<file path="src/rtl/flash_pkg.sv">
// flash exerciser package, SPI NOR opcodes, status bit, sequencer steps and test pattern
package flash_pkg;

	// ------------------------------------------------------------------------
	// SPI NOR opcodes
	// ------------------------------------------------------------------------
	localparam logic [7:0] op_wren         = 8'h06;
	localparam logic [7:0] op_sector_erase = 8'h20;
	localparam logic [7:0] op_read_status  = 8'h05;
	localparam logic [7:0] op_page_program = 8'h02;
	localparam logic [7:0] op_read         = 8'h03;

	// write-in-progress flag in the status byte
	localparam int wip_bit = 0;

	// byte i of the test page holds i + pattern_base
	localparam logic [7:0] pattern_base = 8'h3c;

	// 24-bit flash byte address
	typedef logic [23:0] addr_t;

	// ------------------------------------------------------------------------
	// sequencer steps, one flash command each
	// ------------------------------------------------------------------------
	typedef enum logic [3:0] {
		step_idle,
		step_wren_erase,   // write enable ahead of erase
		step_erase,
		step_poll_erase,
		step_wren_prog,    // write enable ahead of page program
		step_program,
		step_poll_prog,
		step_read_back,
		step_finish
	} seq_step_t;

endpackage

</file>
<file path="src/rtl/flash_ifs.sv">
// command handshake and credit-based byte stream interfaces for the flash exerciser
`timescale 1ns/1ps

// ----------------------------------------------------------------------------
// one command from the sequencer to the SPI engine
// ----------------------------------------------------------------------------
interface flash_cmd_if;

	logic             req;        // held until ack
	logic [7:0]       opcode;
	flash_pkg::addr_t addr;
	logic             has_addr;   // low for opcode-only frames
	logic [8:0]       len;        // data phase bytes, 0 to 256
	logic             dir;        // 0 write, 1 read
	logic             ack;        // one cycle, command taken
	logic             done;       // one cycle, frame over and cs high long enough

	modport seq (
		output req,
		output opcode,
		output addr,
		output has_addr,
		output len,
		output dir,
		input  ack,
		input  done
	);

	modport engine (
		input  req,
		input  opcode,
		input  addr,
		input  has_addr,
		input  len,
		input  dir,
		output ack,
		output done
	);

endinterface

// ----------------------------------------------------------------------------
// byte stream, valid only while the sender holds a credit
// ----------------------------------------------------------------------------
interface flash_byte_if;

	logic       valid;
	logic [7:0] data;
	logic       credit;     // one pulse hands one credit back

	modport sender (
		output valid,
		output data,
		input  credit
	);

	modport receiver (
		input  valid,
		input  data,
		output credit
	);

endinterface

</file>
<file path="src/rtl/spi_flash_engine.sv">
// SPI mode 0 bit engine, frames opcode, address and data bytes under chip select
`timescale 1ns/1ps

module spi_flash_engine #(
	parameter int CS_HIGH_CYCLES = 4
) (
	input  logic         clk_100m,
	input  logic         sys_rst_n,

	flash_cmd_if.engine   cmd,
	flash_byte_if.receiver wr_bytes,
	flash_byte_if.sender  rd_bytes,

	output logic         spi_cs_n,
	output logic         spi_clk,
	output logic         spi_mosi,
	input  logic         spi_miso
);

	localparam int GW = $clog2(CS_HIGH_CYCLES + 1);

	typedef enum logic [2:0] {
		E_IDLE,
		E_ACK,    // ack out, cs falls next
		E_CS,     // cs low, first bit set up
		E_LOW,    // spi_clk low
		E_HIGH,   // spi_clk high
		E_WAIT,   // byte boundary stall, clock parked low
		E_END,    // last bit done, cs rises next
		E_GAP     // minimum cs high time
	} eng_state_t;

	eng_state_t state;

	logic [2:0]    bit_cnt;
	logic [8:0]    bytes_left;   // bytes still to frame after the current one
	logic [1:0]    addr_left;
	logic          dir_rd;
	logic          cur_rd;       // current byte is read data
	logic [GW-1:0] gap_cnt;
	logic          ack_r;
	logic          done_r;

	logic [7:0]    tx_sh;
	logic [7:0]    rx_sh;
	logic [23:0]   addr_sh;

	// write side buffer
	logic [7:0]    wbuf [0:1];
	logic          wb_wp;
	logic          wb_rp;
	logic [1:0]    wb_cnt;
	logic          wr_cred_r;

	// read side credits, full count is 2
	logic [1:0]    rd_credit;
	logic          rd_valid_r;

	logic          accept;
	logic          boundary;
	logic          next_is_addr;
	logic          next_ready;
	logic [7:0]    next_byte;
	logic          load_next;
	logic          pop;
	logic          rd_push;

	assign accept       = (state == E_IDLE) && cmd.req;
	assign next_is_addr = (addr_left != 2'd0);
	assign next_ready   = next_is_addr || (dir_rd ? (rd_credit != 2'd0) : (wb_cnt != 2'd0));
	assign next_byte    = next_is_addr ? addr_sh[23:16] : (dir_rd ? 8'h00 : wbuf[wb_rp]);
	assign boundary     = ((state == E_HIGH) && (bit_cnt == 3'd7) && (bytes_left != 9'd0))
	                      || (state == E_WAIT);
	assign load_next    = boundary && next_ready;
	assign pop          = load_next && !next_is_addr && !dir_rd;
	assign rd_push      = (state == E_LOW) && (bit_cnt == 3'd7) && cur_rd;   // last bit sampled

	assign cmd.ack         = ack_r;
	assign cmd.done        = done_r;
	assign wr_bytes.credit = wr_cred_r;
	assign rd_bytes.valid  = rd_valid_r;
	assign rd_bytes.data   = rx_sh;   // stable until the next rising edge

	// ------------------------------------------------------------------------
	// frame FSM and pins
	// ------------------------------------------------------------------------
	always_ff @(posedge clk_100m or negedge sys_rst_n) begin
		if (!sys_rst_n) begin
			state      <= E_IDLE;
			bit_cnt    <= 3'd0;
			bytes_left <= 9'd0;
			addr_left  <= 2'd0;
			dir_rd     <= 1'b0;
			cur_rd     <= 1'b0;
			gap_cnt    <= '0;
			ack_r      <= 1'b0;
			done_r     <= 1'b0;
			spi_cs_n   <= 1'b1;
			spi_clk    <= 1'b0;
			spi_mosi   <= 1'b0;
		end else begin
			done_r <= 1'b0;
			case (state)
				E_IDLE: begin
					if (cmd.req) begin
						ack_r      <= 1'b1;
						dir_rd     <= cmd.dir;
						cur_rd     <= 1'b0;
						bit_cnt    <= 3'd0;
						addr_left  <= cmd.has_addr ? 2'd3 : 2'd0;
						bytes_left <= (cmd.has_addr ? 9'd3 : 9'd0) + cmd.len;
						state      <= E_ACK;
					end
				end
				E_ACK: begin
					ack_r    <= 1'b0;
					spi_cs_n <= 1'b0;
					state    <= E_CS;
				end
				E_CS: begin
					spi_mosi <= tx_sh[7];   // opcode msb
					state    <= E_LOW;
				end
				E_LOW: begin
					spi_clk <= 1'b1;
					state   <= E_HIGH;
				end
				E_HIGH: begin
					spi_clk <= 1'b0;
					if (bit_cnt != 3'd7) begin
						spi_mosi <= tx_sh[6];
						bit_cnt  <= bit_cnt + 3'd1;
						state    <= E_LOW;
					end else if (bytes_left == 9'd0) begin
						spi_mosi <= 1'b0;
						state    <= E_END;
					end else begin
						state <= E_WAIT;   // left at once when the next byte is ready
					end
				end
				E_WAIT: ;
				E_END: begin
					spi_cs_n <= 1'b1;
					gap_cnt  <= '0;
					state    <= E_GAP;
				end
				E_GAP: begin
					if (gap_cnt == GW'(CS_HIGH_CYCLES - 1)) begin
						done_r <= 1'b1;
						state  <= E_IDLE;
					end else begin
						gap_cnt <= gap_cnt + 1'b1;
					end
				end
				default: state <= E_IDLE;
			endcase

			// next byte into the shifter, same cycle spi_clk goes low
			if (load_next) begin
				spi_mosi   <= next_byte[7];
				bit_cnt    <= 3'd0;
				bytes_left <= bytes_left - 9'd1;
				cur_rd     <= !next_is_addr && dir_rd;
				if (next_is_addr)
					addr_left <= addr_left - 2'd1;
				state      <= E_LOW;
			end
		end
	end

	// shifters and buffer storage
	always_ff @(posedge clk_100m) begin
		if (accept) begin
			tx_sh   <= cmd.opcode;
			addr_sh <= cmd.addr;
		end else if (load_next) begin
			tx_sh <= next_byte;
			if (next_is_addr)
				addr_sh <= {addr_sh[15:0], 8'h00};
		end else if ((state == E_HIGH) && (bit_cnt != 3'd7)) begin
			tx_sh <= {tx_sh[6:0], 1'b0};
		end

		if (state == E_LOW)
			rx_sh <= {rx_sh[6:0], spi_miso};   // sampled as spi_clk rises

		if (wr_bytes.valid)
			wbuf[wb_wp] <= wr_bytes.data;
	end

	// ------------------------------------------------------------------------
	// credit bookkeeping, both directions
	// ------------------------------------------------------------------------
	always_ff @(posedge clk_100m or negedge sys_rst_n) begin
		if (!sys_rst_n) begin
			wb_wp      <= 1'b0;
			wb_rp      <= 1'b0;
			wb_cnt     <= 2'd0;
			wr_cred_r  <= 1'b0;
			rd_credit  <= 2'd2;
			rd_valid_r <= 1'b0;
		end else begin
			wr_cred_r  <= pop;   // slot freed
			rd_valid_r <= rd_push;
			if (wr_bytes.valid)
				wb_wp <= ~wb_wp;
			if (pop)
				wb_rp <= ~wb_rp;
			case ({wr_bytes.valid, pop})
				2'b10:   wb_cnt <= wb_cnt + 2'd1;
				2'b01:   wb_cnt <= wb_cnt - 2'd1;
				default: ;
			endcase
			case ({rd_bytes.credit, rd_push})
				2'b10:   rd_credit <= rd_credit + 2'd1;
				2'b01:   rd_credit <= rd_credit - 2'd1;
				default: ;
			endcase
		end
	end

endmodule

</file>
<file path="src/rtl/flash_test_seq.sv">
// flash test sequencer, walks the erase-program-read steps and checks the read-back page
`timescale 1ns/1ps

module flash_test_seq #(
	parameter int               PAGE_BYTES = 16,
	parameter flash_pkg::addr_t TEST_ADDR  = 24'h001000
) (
	input  logic         clk_100m,
	input  logic         sys_rst_n,
	input  logic         start,
	output logic         busy,
	output logic         done,
	output logic         error_flag,

	flash_cmd_if.seq      cmd,
	flash_byte_if.sender  wr_bytes,
	flash_byte_if.receiver rd_bytes
);

	localparam int IW = $clog2(PAGE_BYTES + 1);

	flash_pkg::seq_step_t step;
	flash_pkg::seq_step_t step_nxt;

	logic          req_r;
	logic          status_wip;   // last polled write-in-progress bit
	logic [IW-1:0] wr_idx;
	logic [IW-1:0] rd_idx;
	logic [1:0]    wr_credit;
	logic          wr_send;
	logic          wr_valid_r;
	logic [7:0]    wr_data_r;
	logic          rd_cred_r;
	logic          is_poll;
	logic          mismatch;

	function automatic flash_pkg::seq_step_t next_step(input flash_pkg::seq_step_t cur,
	                                                   input logic wip);
		case (cur)
			flash_pkg::step_wren_erase: next_step = flash_pkg::step_erase;
			flash_pkg::step_erase:      next_step = flash_pkg::step_poll_erase;
			flash_pkg::step_poll_erase:
				next_step = wip ? flash_pkg::step_poll_erase : flash_pkg::step_wren_prog;
			flash_pkg::step_wren_prog:  next_step = flash_pkg::step_program;
			flash_pkg::step_program:    next_step = flash_pkg::step_poll_prog;
			flash_pkg::step_poll_prog:
				next_step = wip ? flash_pkg::step_poll_prog : flash_pkg::step_read_back;
			flash_pkg::step_read_back:  next_step = flash_pkg::step_finish;
			default:                    next_step = flash_pkg::step_idle;
		endcase
	endfunction

	assign step_nxt = next_step(step, status_wip);
	assign is_poll  = (step == flash_pkg::step_poll_erase) || (step == flash_pkg::step_poll_prog);
	assign mismatch = (step == flash_pkg::step_read_back) && rd_bytes.valid
	                  && (rd_bytes.data != 8'(rd_idx) + flash_pkg::pattern_base);

	// ------------------------------------------------------------------------
	// command fields, constant for the whole step
	// ------------------------------------------------------------------------
	always_comb begin
		cmd.req      = req_r;
		cmd.addr     = TEST_ADDR;
		cmd.opcode   = flash_pkg::op_wren;
		cmd.has_addr = 1'b0;
		cmd.len      = 9'd0;
		cmd.dir      = 1'b0;
		case (step)
			flash_pkg::step_erase: begin
				cmd.opcode   = flash_pkg::op_sector_erase;
				cmd.has_addr = 1'b1;
			end
			flash_pkg::step_poll_erase, flash_pkg::step_poll_prog: begin
				cmd.opcode = flash_pkg::op_read_status;
				cmd.len    = 9'd1;
				cmd.dir    = 1'b1;
			end
			flash_pkg::step_program: begin
				cmd.opcode   = flash_pkg::op_page_program;
				cmd.has_addr = 1'b1;
				cmd.len      = 9'(PAGE_BYTES);
			end
			flash_pkg::step_read_back: begin
				cmd.opcode   = flash_pkg::op_read;
				cmd.has_addr = 1'b1;
				cmd.len      = 9'(PAGE_BYTES);
				cmd.dir      = 1'b1;
			end
			default: ;   // both write enables keep the defaults
		endcase
	end

	// step walk, one command outstanding
	always_ff @(posedge clk_100m or negedge sys_rst_n) begin
		if (!sys_rst_n) begin
			step       <= flash_pkg::step_idle;
			req_r      <= 1'b0;
			busy       <= 1'b0;
			done       <= 1'b0;
			error_flag <= 1'b0;
		end else begin
			done <= 1'b0;
			if (cmd.ack)
				req_r <= 1'b0;
			if (mismatch)
				error_flag <= 1'b1;   // sticky until next start
			case (step)
				flash_pkg::step_idle: begin
					if (start) begin
						step       <= flash_pkg::step_wren_erase;
						req_r      <= 1'b1;
						busy       <= 1'b1;
						error_flag <= 1'b0;
					end
				end
				flash_pkg::step_finish: begin
					done <= 1'b1;
					busy <= 1'b0;
					step <= flash_pkg::step_idle;
				end
				default: begin
					if (cmd.done) begin
						step  <= step_nxt;
						req_r <= (step_nxt != flash_pkg::step_finish);
					end
				end
			endcase
		end
	end

	// ------------------------------------------------------------------------
	// pattern out under credit, status and read-back in
	// ------------------------------------------------------------------------
	assign wr_send = (step == flash_pkg::step_program) && (wr_idx != IW'(PAGE_BYTES))
	                 && (wr_credit != 2'd0);

	assign wr_bytes.valid  = wr_valid_r;
	assign wr_bytes.data   = wr_data_r;
	assign rd_bytes.credit = rd_cred_r;

	always_ff @(posedge clk_100m or negedge sys_rst_n) begin
		if (!sys_rst_n) begin
			wr_idx     <= '0;
			rd_idx     <= '0;
			wr_credit  <= 2'd2;   // engine buffer depth
			wr_valid_r <= 1'b0;
			rd_cred_r  <= 1'b0;
			status_wip <= 1'b0;
		end else begin
			wr_valid_r <= wr_send;
			rd_cred_r  <= rd_bytes.valid;   // consumed at once
			if (cmd.done)
				wr_idx <= '0;
			else if (wr_send)
				wr_idx <= wr_idx + 1'b1;
			if (cmd.done)
				rd_idx <= '0;
			else if (rd_bytes.valid)
				rd_idx <= rd_idx + 1'b1;
			if (is_poll && rd_bytes.valid)
				status_wip <= rd_bytes.data[flash_pkg::wip_bit];
			case ({wr_bytes.credit, wr_send})
				2'b10:   wr_credit <= wr_credit + 2'd1;
				2'b01:   wr_credit <= wr_credit - 2'd1;
				default: ;
			endcase
		end
	end

	always_ff @(posedge clk_100m) begin
		if (wr_send)
			wr_data_r <= 8'(wr_idx) + flash_pkg::pattern_base;
	end

endmodule

</file>
<file path="src/rtl/flash_test_top.sv">
// flash exerciser top level, sequencer and SPI engine joined by command and byte links
`timescale 1ns/1ps

module flash_test_top #(
	parameter int               PAGE_BYTES     = 16,
	parameter flash_pkg::addr_t TEST_ADDR      = 24'h001000,
	parameter int               CS_HIGH_CYCLES = 4
) (
	input  logic clk_100m,
	input  logic sys_rst_n,
	input  logic start,
	output logic busy,
	output logic done,
	output logic error_flag,

	// flash pins
	output logic spi_cs_n,
	output logic spi_clk,
	output logic spi_mosi,
	input  logic spi_miso
);

	flash_cmd_if  cmd_bus ();
	flash_byte_if wr_bus ();    // sequencer to engine
	flash_byte_if rd_bus ();    // engine to sequencer

	flash_test_seq #(
		.PAGE_BYTES (PAGE_BYTES),
		.TEST_ADDR  (TEST_ADDR)
	) seq_i (
		.clk_100m   (clk_100m),
		.sys_rst_n  (sys_rst_n),
		.start      (start),
		.busy       (busy),
		.done       (done),
		.error_flag (error_flag),
		.cmd        (cmd_bus.seq),
		.wr_bytes   (wr_bus.sender),
		.rd_bytes   (rd_bus.receiver)
	);

	spi_flash_engine #(
		.CS_HIGH_CYCLES (CS_HIGH_CYCLES)
	) engine_i (
		.clk_100m  (clk_100m),
		.sys_rst_n (sys_rst_n),
		.cmd       (cmd_bus.engine),
		.wr_bytes  (wr_bus.receiver),
		.rd_bytes  (rd_bus.sender),
		.spi_cs_n  (spi_cs_n),
		.spi_clk   (spi_clk),
		.spi_mosi  (spi_mosi),
		.spi_miso  (spi_miso)
	);

endmodule

</file>
<file path="config.mk">
export PLATFORM = sky130hd
export DESIGN_NAME = flash_test_top
export DESIGN_NICKNAME = d
export VERILOG_FILES = /design/src/rtl/flash_pkg.sv /design/src/rtl/flash_ifs.sv /design/src/rtl/spi_flash_engine.sv /design/src/rtl/flash_test_seq.sv /design/src/rtl/flash_test_top.sv
export SDC_FILE = /design/constraint.sdc
export NUM_CORES = 1
export LEC_CHECK = 0
export CELL_PAD_IN_SITES_DETAIL_PLACEMENT = 2
export CELL_PAD_IN_SITES_GLOBAL_PLACEMENT = 2
export CORE_ASPECT_RATIO = 0.5
export CORE_MARGIN = 3
export CORE_UTILIZATION = 23
export CTS_CLUSTER_DIAMETER = 100
export DETAILED_ROUTE_END_ITERATION = 6
export DONT_BUFFER_PORTS = 1
export PLACE_DENSITY_LB_ADDON = 0.1
export SYNTH_ARGS = -nofsm -noshare
export SYNTH_HDL_FRONTEND = slang
export SYNTH_SLANG_ARGS = --single-unit
</file>
<file path="constraint.sdc">
create_clock -name clk_100m -period 5.1 [get_ports clk_100m]
set_clock_uncertainty 0.15 [all_clocks]
set_input_delay 0.765 -clock clk_100m [delete_from_list [all_inputs] [get_ports clk_100m]]
set_output_delay 0.765 -clock clk_100m [all_outputs]
set_load 0.05 [all_outputs]
</file>
==> results of run 1 <==
## final cells by class
type	count	area [um2]
well taps	259	324.1
clock buffers	10	229.0
diodes	1	2.502
multi-input cells	270	1826
fillers	2075	13830
inverters	34	127.6
clock inverters	6	66.31
flip-flops and latches	97	2606
repair buffers	2	35.03
## state kept, by name (all words and copies together) (netlist names), 2 cells and up
name / flops
engine_i.wb_cnt: 2
engine_i.state: 3
seq_i.wr_idx: 5
engine_i.rd_credit: 2
engine_i.tx_sh: 8
engine_i.gap_cnt: 3
engine_i.addr_left: 2
engine_i.wbuf: 14
seq_i.rd_idx: 5
seq_i.wr_bytes.data: 7
engine_i.bytes_left: 9
seq_i.step: 4
seq_i.wr_credit: 2
engine_i.bit_cnt: 3
engine_i.addr_sh: 2
engine_i.rd_bytes.data: 8
## metrics by stage
stage / hold WS (ps) / util [%] / power, mW / worst slack [ps] / cells
final: 99.06 / 27.38 / 1.514 / 2142 / 679
after global routing: 66.66 / 27.37 / 1.579 / 1848 / 678
after CTS: 76.04 / 27.37 / 1.552 / 2104 / 678
after detailed placement: 290.9 / 25.67 / 0.8205 / 2131 / 661
after global placement: 286.9 / 25.67 / 0.8205 / 2316 / 661
after floorplan: 201.9 / - / 0.8206 / 2624 / 417
## power groups by stage
stage          clock network (mW)  logic (mW)  registers (mW)
4_1_cts                     0.735      0.0129           0.804
5_1_grt                     0.761      0.0140           0.804
3_5_place_dp                    0  0.00000492           0.821
2_1_floorplan                   0  0.00000495           0.821
3_3_place_gp                    0  0.00000492           0.821
6_report                    0.698      0.0115           0.804
## cell usage after synthesis, drive strengths merged (3+ instances only)
master  number  area (um2)
dfrtp       55        1376
nand2       38       142.6
edfxtp      37        1111
nor2        35       131.4
inv         34       127.6
o21ai       22       110.1
ha          21       262.8
xnor2       20       175.2
a21oi       16       83.83
nand3       16       80.08
mux2i       13       130.1
nor3        12       60.06
clkbuf      11       41.29
nor2b        7       43.79
xor2         7       61.31
o211ai       6       55.05
buf          5       23.77
nor4         5       52.55
o221ai       5       50.04
a22oi        3       22.52
a31oi        3       18.77
and2         3       18.77
and3         3       18.77
dfstp        3       78.83
nand4        3       18.77
o22ai        3       18.77
## worst paths after layout
kind,endpoint,slack [ps],cells past startpoint
worst max-delay path,engine_i.rd_credit[1],2140,7
worst min-delay path,seq_i.wr_credit[1],100,0
worst max register to register,engine_i.rd_credit[1],2140,7
worst min register to register,engine_i.wbuf[0][5],310,0
max in group asynchronous,engine_i.gap_cnt[1],4390,1
min in group clk_100m,engine_i.wbuf[0][5],310,0
## cells by family after synthesis
group / after synthesis / synth area share [%]
AO/OA/AOI/OAI: 76 / 11.47
XOR/XNOR: 27 / 5.114
adder cells (fa/ha/maj): 21 / 5.682
buffers and inverters: 50 / 4.167
flip-flops: 97 / 56.36
multiplexers: 15 / 3.301
AND/OR/NAND/NOR: 131 / 13.91
## what timing repair did
item	CTS	global route
endpoints found under the hold margin	55	0
endpoints found under the setup margin	0	0
hold buffers	1	0
## routing by layer
| layer | share of wire (%) | vias up | track usage, % |
|---|---|---|---|
| met3 | 3.1 | 13 | 3.487 |
| met1 | 49 | 1561 | 15.63 |
| li1 | - | 1451 | - |
| met2 | 46 | 23 | 19.19 |
| met4 | 1.5 | 0 | 3.290 |
| met5 | 0 | - | 0 |
==> impl_metrics.yaml, run 1 <==
detailed_routing:
  drtIter0Drc: 180
  vias: 3048
  drt.antenna.violating_nets: 0
  remaining_drc_errors: 0
  viasPerCell: 4.489
  wl_um: 12150
  wl_per_cell_um: 17.89
  firstDrtPassIters: 4
pwr:
  internal_power_mw: 1.190
  p_leak_nw: 2.105
  pwr-share-seq_pct: 53.1
  pwr-share-comb_pct: 0.8
  powerDensity_nw_per_um2: 290.3
  power.switching_uw: 323.8
  sw_frac_of_total_pct: 21.38
  power_frac_clock_pct: 46.1
  vdd_drop_max_uv: 143.9
logic_synthesis:
  synthDistinctLibCells: 58
  ys_seq_area_share_pct: 56.36
  syn_area_um2: 4624
  syn_inst: 417
  avgSynthCellArea_um2: 11.09
  synth_edf_count: 37
  synth_flop_cell: "dfrtp_1"
  yosys_warnings: 0
  synth_fp_nets: 442
  async_flop_share_pct: 59.79
  ys_ff_latch: 97
final_layout:
  final_nets: 439
  mostFrequentLayoutCells: "dfrtp_1, nand2_1, edfxtp_1"
  layout-drive-gt1-share_pct: 7.876
  fin_area_um2: 5216
  syn_to_final_growth_pct: 12.80
  final_common_cell: "dfrtp_1"
sta:
  period_minus_slack_ps: 2958
  worstMarginPinSlew_ps: 1024
  period_share_pct: 58.00
  slew_violations: 0
  rsz0062_at_grt: "false"
  hold_violations: 0
  finalSetupViolations: 0
  relSlewSlack_pct: 31.44
  max_freq_mhz: 338.1
  fin_setup_tns_ps: 0
floorplanning:
  die_h_um: 106.3
  die-area_um2: 21950
  ioPinCount: 10
  core-area_um2: 19050
  die_x_um: 206.5
  floorplan.initialDensity_pct: 24.28
  rows: 35
clocking:
  numCtsBuffers: 9
  clock_sinks: 97
  cts_tree: "done"
  htreeDepth: 3
  clock-root-buffer: "clkbuf_16"
  clk_pin_slew_ps: 70
  cts_resized: 0
  insertion_delay_ps: 350
  cts_setup_buffers: 0
  cts_buffer_depth: 2
min_path:
  hold_path_class: "primary input to asynchronous set/reset pin"
placed_design:
  gp_congestion: 0.7279
  io_buffers: 0
  dpl_cell_area_um2: 4891
  dp_hpwl_um: 8589
critical_path:
  path_class: "flop to flop"
  cp.buffers_inverters: 1
  startpoint_type: "flop"
  max_stage_delay_ps: 780
  cp_data_arrival_time_ps: 3090
  worstPathRequired_ps: 5230
  timing.critical_path.fanout_max: 13
  endpoint_kind: "flop"
  crit_path_cell_trace: "inv_1 > nand2_1 > nor2_1 > and3_1 > ha_1 > nor2_1 > xor2_1"
  reg2reg_from: "engine_i.state[2]"
  cp_common_cell: "nor2_1"
  slowest_stage: "nor2_1"
  crit_family: "simple AND/OR/NAND/NOR gates"
  crit_path_start: "engine_i.state[2]"
grt:
  antenna_found_initial: 0
  grt_max_degree: 56
  grt_pass1_vias: 3388
  grt-ovfl-total: 0
  grt_pass1_wl_um: 19790
  grt_use_total_pct: 11.92
run:
  drv_cap: 0
run_status:
  status: "complete, no violations"
Power figures use the tool's default switching activity.
==> run 2, diff against run 1 <==
--- a/config.mk
+++ b/config.mk
@@ -5,6 +5,7 @@
 export SDC_FILE = /design/constraint.sdc
 export NUM_CORES = 1
 export LEC_CHECK = 0
+export ABC_AREA = 1
 export CELL_PAD_IN_SITES_DETAIL_PLACEMENT = 2
 export CELL_PAD_IN_SITES_GLOBAL_PLACEMENT = 2
 export CORE_ASPECT_RATIO = 0.5
==> constraint.sdc (replaced) <==
create_clock -name clk_100m -period 2.8 [get_ports clk_100m]
set_clock_uncertainty 0.15 [all_clocks]
set_input_delay 0.42 -clock clk_100m [delete_from_list [all_inputs] [get_ports clk_100m]]
set_output_delay 0.42 -clock clk_100m [all_outputs]
set_load 0.05 [all_outputs]
==> run 2 against run 1 <==
Against the previous run: sequential power increased by 82%; wire length increased by 0.34%; cell count is 17% higher; non-clock buffer count is 5 higher; clock power rose by 75%; largest power group unchanged; power is 79% higher; critical path depth is 5 higher; die area up 2.2%; synthesized area rose by 2.2%.
==> impl_metrics.yaml, run 2 <==
run_status:
  status: "complete, no violations"
logic_synthesis:
  yosys.area.top_type_share_pct: 29.11
  synthDistinctLibCells: 41
  synth.most_common_cell: "nand2_1"
  ys_ff_latch: 97
  synth_flop_cell: "dfrtp_1"
  ys_seq_area_share_pct: 55.12
  synth_area_leaders: "dfrtp_1, edfxtp_1, nand2_1"
  synthTopCellsByCount: "nand2_1, inv_1, dfrtp_1"
  avgSynthCellArea_um2: 9.235
  yosys_warnings: 0
  async_flop_share_pct: 59.79
  synth_fp_nets: 537
  synth_edf_count: 37
  synth_area_leader_cell: "dfrtp_1"
  syn_area_um2: 4728
  syn_inst: 512
floorplanning:
  core-area_um2: 19820
  die_x_um: 208.8
  floorplan.initialDensity_pct: 23.86
  die-area_um2: 22420
  die_h_um: 107.4
  rows: 36
  ioPinCount: 10
grt:
  grt_pass1_wl_um: 21220
  antenna_found_initial: 0
  grt-ovfl-total: 0
  grt_use_total_pct: 11.93
  grt_max_degree: 59
  grt_pass1_vias: 3859
clocking:
  cts_hold_buf: 3
  clock-root-buffer: "clkbuf_16"
  clk_pin_slew_ps: 70
  insertion_delay_ps: 350
  cts_buffer_depth: 2
  cts_tree: "done"
  numCtsBuffers: 9
  cts_setup_buffers: 0
  clock_sinks: 97
  cts_resized: 0
  htreeDepth: 3
critical_path:
  endpoint_kind: "flop"
  cp_common_cell: "ha_1"
  cp_data_arrival_time_ps: 2540
  crit_path_cell_trace: "ha_1 > ha_1 > inv_1 > nor2_4 > nand2_2 > nand2_4 > nand4_1 > inv_1 > ha_1 > a21oi_1 > o21ai_0 > xnor2_1"
  cp.buffers_inverters: 2
  max_stage_delay_ps: 410
  ff2ff_setup_slack_ps: 350
  timing.critical_path.fanout_max: 9
  crit_family: "adder cells"
  worstPathRequired_ps: 2890
  path_class: "flop to flop"
  startpoint_type: "flop"
  slowest_stage: "dfrtp_1"
placed_design:
  dp.cells: 776
  dp_hpwl_um: 9021
  io_buffers: 0
  dpl_cell_area_um2: 5050
  gp_congestion: 0.7110
pwr:
  sw_frac_of_total_pct: 22.70
  internal_power_mw: 2.091
  vdd_drop_max_uv: 269.7
  finalPower_mw: 2.705
  p_leak_nw: 2.459
  powerDensity_nw_per_um2: 502.5
  pwr-share-seq_pct: 54.1
  power.switching_uw: 614.2
  power_frac_clock_pct: 45.0
  pwr-share-comb_pct: 0.9
final_layout:
  layout-drive-gt1-share_pct: 9.641
  largest-register: "engine_i.wbuf"
  syn_to_final_growth_pct: 13.87
  fin_area_um2: 5384
  final_nets: 549
  largest_reg_flops: 14
  fin_cells: 795
  mostFrequentLayoutCells: "nand2_1, inv_1, dfrtp_1"
  final_common_cell: "nand2_1"
  reg_top3: "engine_i.wbuf (14), engine_i.bytes_left (9)"
  n_antenna_cell: 0
sta:
  max_freq_mhz: 408.2
  slew_violations: 0
  finalSetupViolations: 0
  relSlewSlack_pct: 62.35
  hold_violations: 0
  worstMarginPinSlew_ps: 562.7
  period_share_pct: 87.49
  fin_setup_tns_ps: 0
  period_minus_slack_ps: 2450
  rsz0062_at_grt: "false"
detailed_routing:
  wl_per_cell_um: 15.33
  wl_um: 12190
  vias: 3454
  remaining_drc_errors: 0
  drtIter0Drc: 135
  viasPerCell: 4.345
  firstDrtPassIters: 4
  drt.antenna.violating_nets: 0
run:
  drv_cap: 0
min_path:
  hold_path_class: "primary input to flop"
## run 2: power groups by stage
stage / Combinational (mW) / Clock, mW / Sequential, mW
final: 0.0241 / 1.22 / 1.46
after floorplan: 0.00000112 / 0 / 1.49
after detailed placement: 0.00000111 / 0 / 1.49
after global routing: 0.0290 / 1.33 / 1.46
after CTS: 0.0263 / 1.27 / 1.46
after global placement: 0.00000111 / 0 / 1.49
## run 2: worst paths after layout
check                                       start             endpoint  depth (start not counted)
min in group asynchronous               sys_rst_n    engine_i.spi_mosi                          2
setup / recovery              engine_i.bit_cnt[0]   engine_i.wb_cnt[1]                         12
hold / removal                              start           seq_i.busy                          2
hold reg to reg            seq_i.wr_bytes.data[5]  engine_i.wbuf[0][5]                          0
setup reg to reg              engine_i.bit_cnt[0]   engine_i.wb_cnt[1]                         12
max in group asynchronous               sys_rst_n   seq_i.wr_credit[1]                          2
## run 2: per-layer routing
| metal | routed length [um] | global-route usage, % | share of wire (%) | vias to the layer above |
|---|---|---|---|---|
| li1 | - | - | - | 1703 |
| met3 | 246 | 2.678 | 2.0 | 7 |
| met4 | 97 | 2.291 | 0.80 | 0 |
| met1 | 6537 | 16.85 | 54 | 1729 |
| met2 | 5308 | 18.89 | 44 | 15 |
| met5 | 0 | 0 | 0 | - |
## run 2: cells by family after synthesis
group | synth area share, %
AND/OR/NAND/NOR | 22.25
flip-flops | 55.12
buffers and inverters | 6.748
AO/OA/AOI/OAI | 7.331
adder cells (fa/ha/maj) | 5.557
XOR/XNOR | 2.779
multiplexers | 0.2117
## run 2: area by class of cell
cell class              instances  area (um2)
clock buffers                   9       225.2
clock inverters                 7       61.31
fillers                      2259       14440
inverters                      74       277.8
multi-input cells             335        1803
flip-flops and latches         97        2606
well taps                     266       332.8
repair buffers                  7       77.57
## run 2: stage by stage
stage | setup WS (ps) | util, % | hold slack [ps]
after detailed placement | 362.3 | 25.48 | -24.13
after global routing | 170.1 | 27.17 | 171.2
after CTS | 353.5 | 27.17 | 139.3
after floorplan | 591.7 | - | -25.59
final | 350.4 | 27.17 | 139.5
after global placement | 444.9 | 25.48 | -23.89
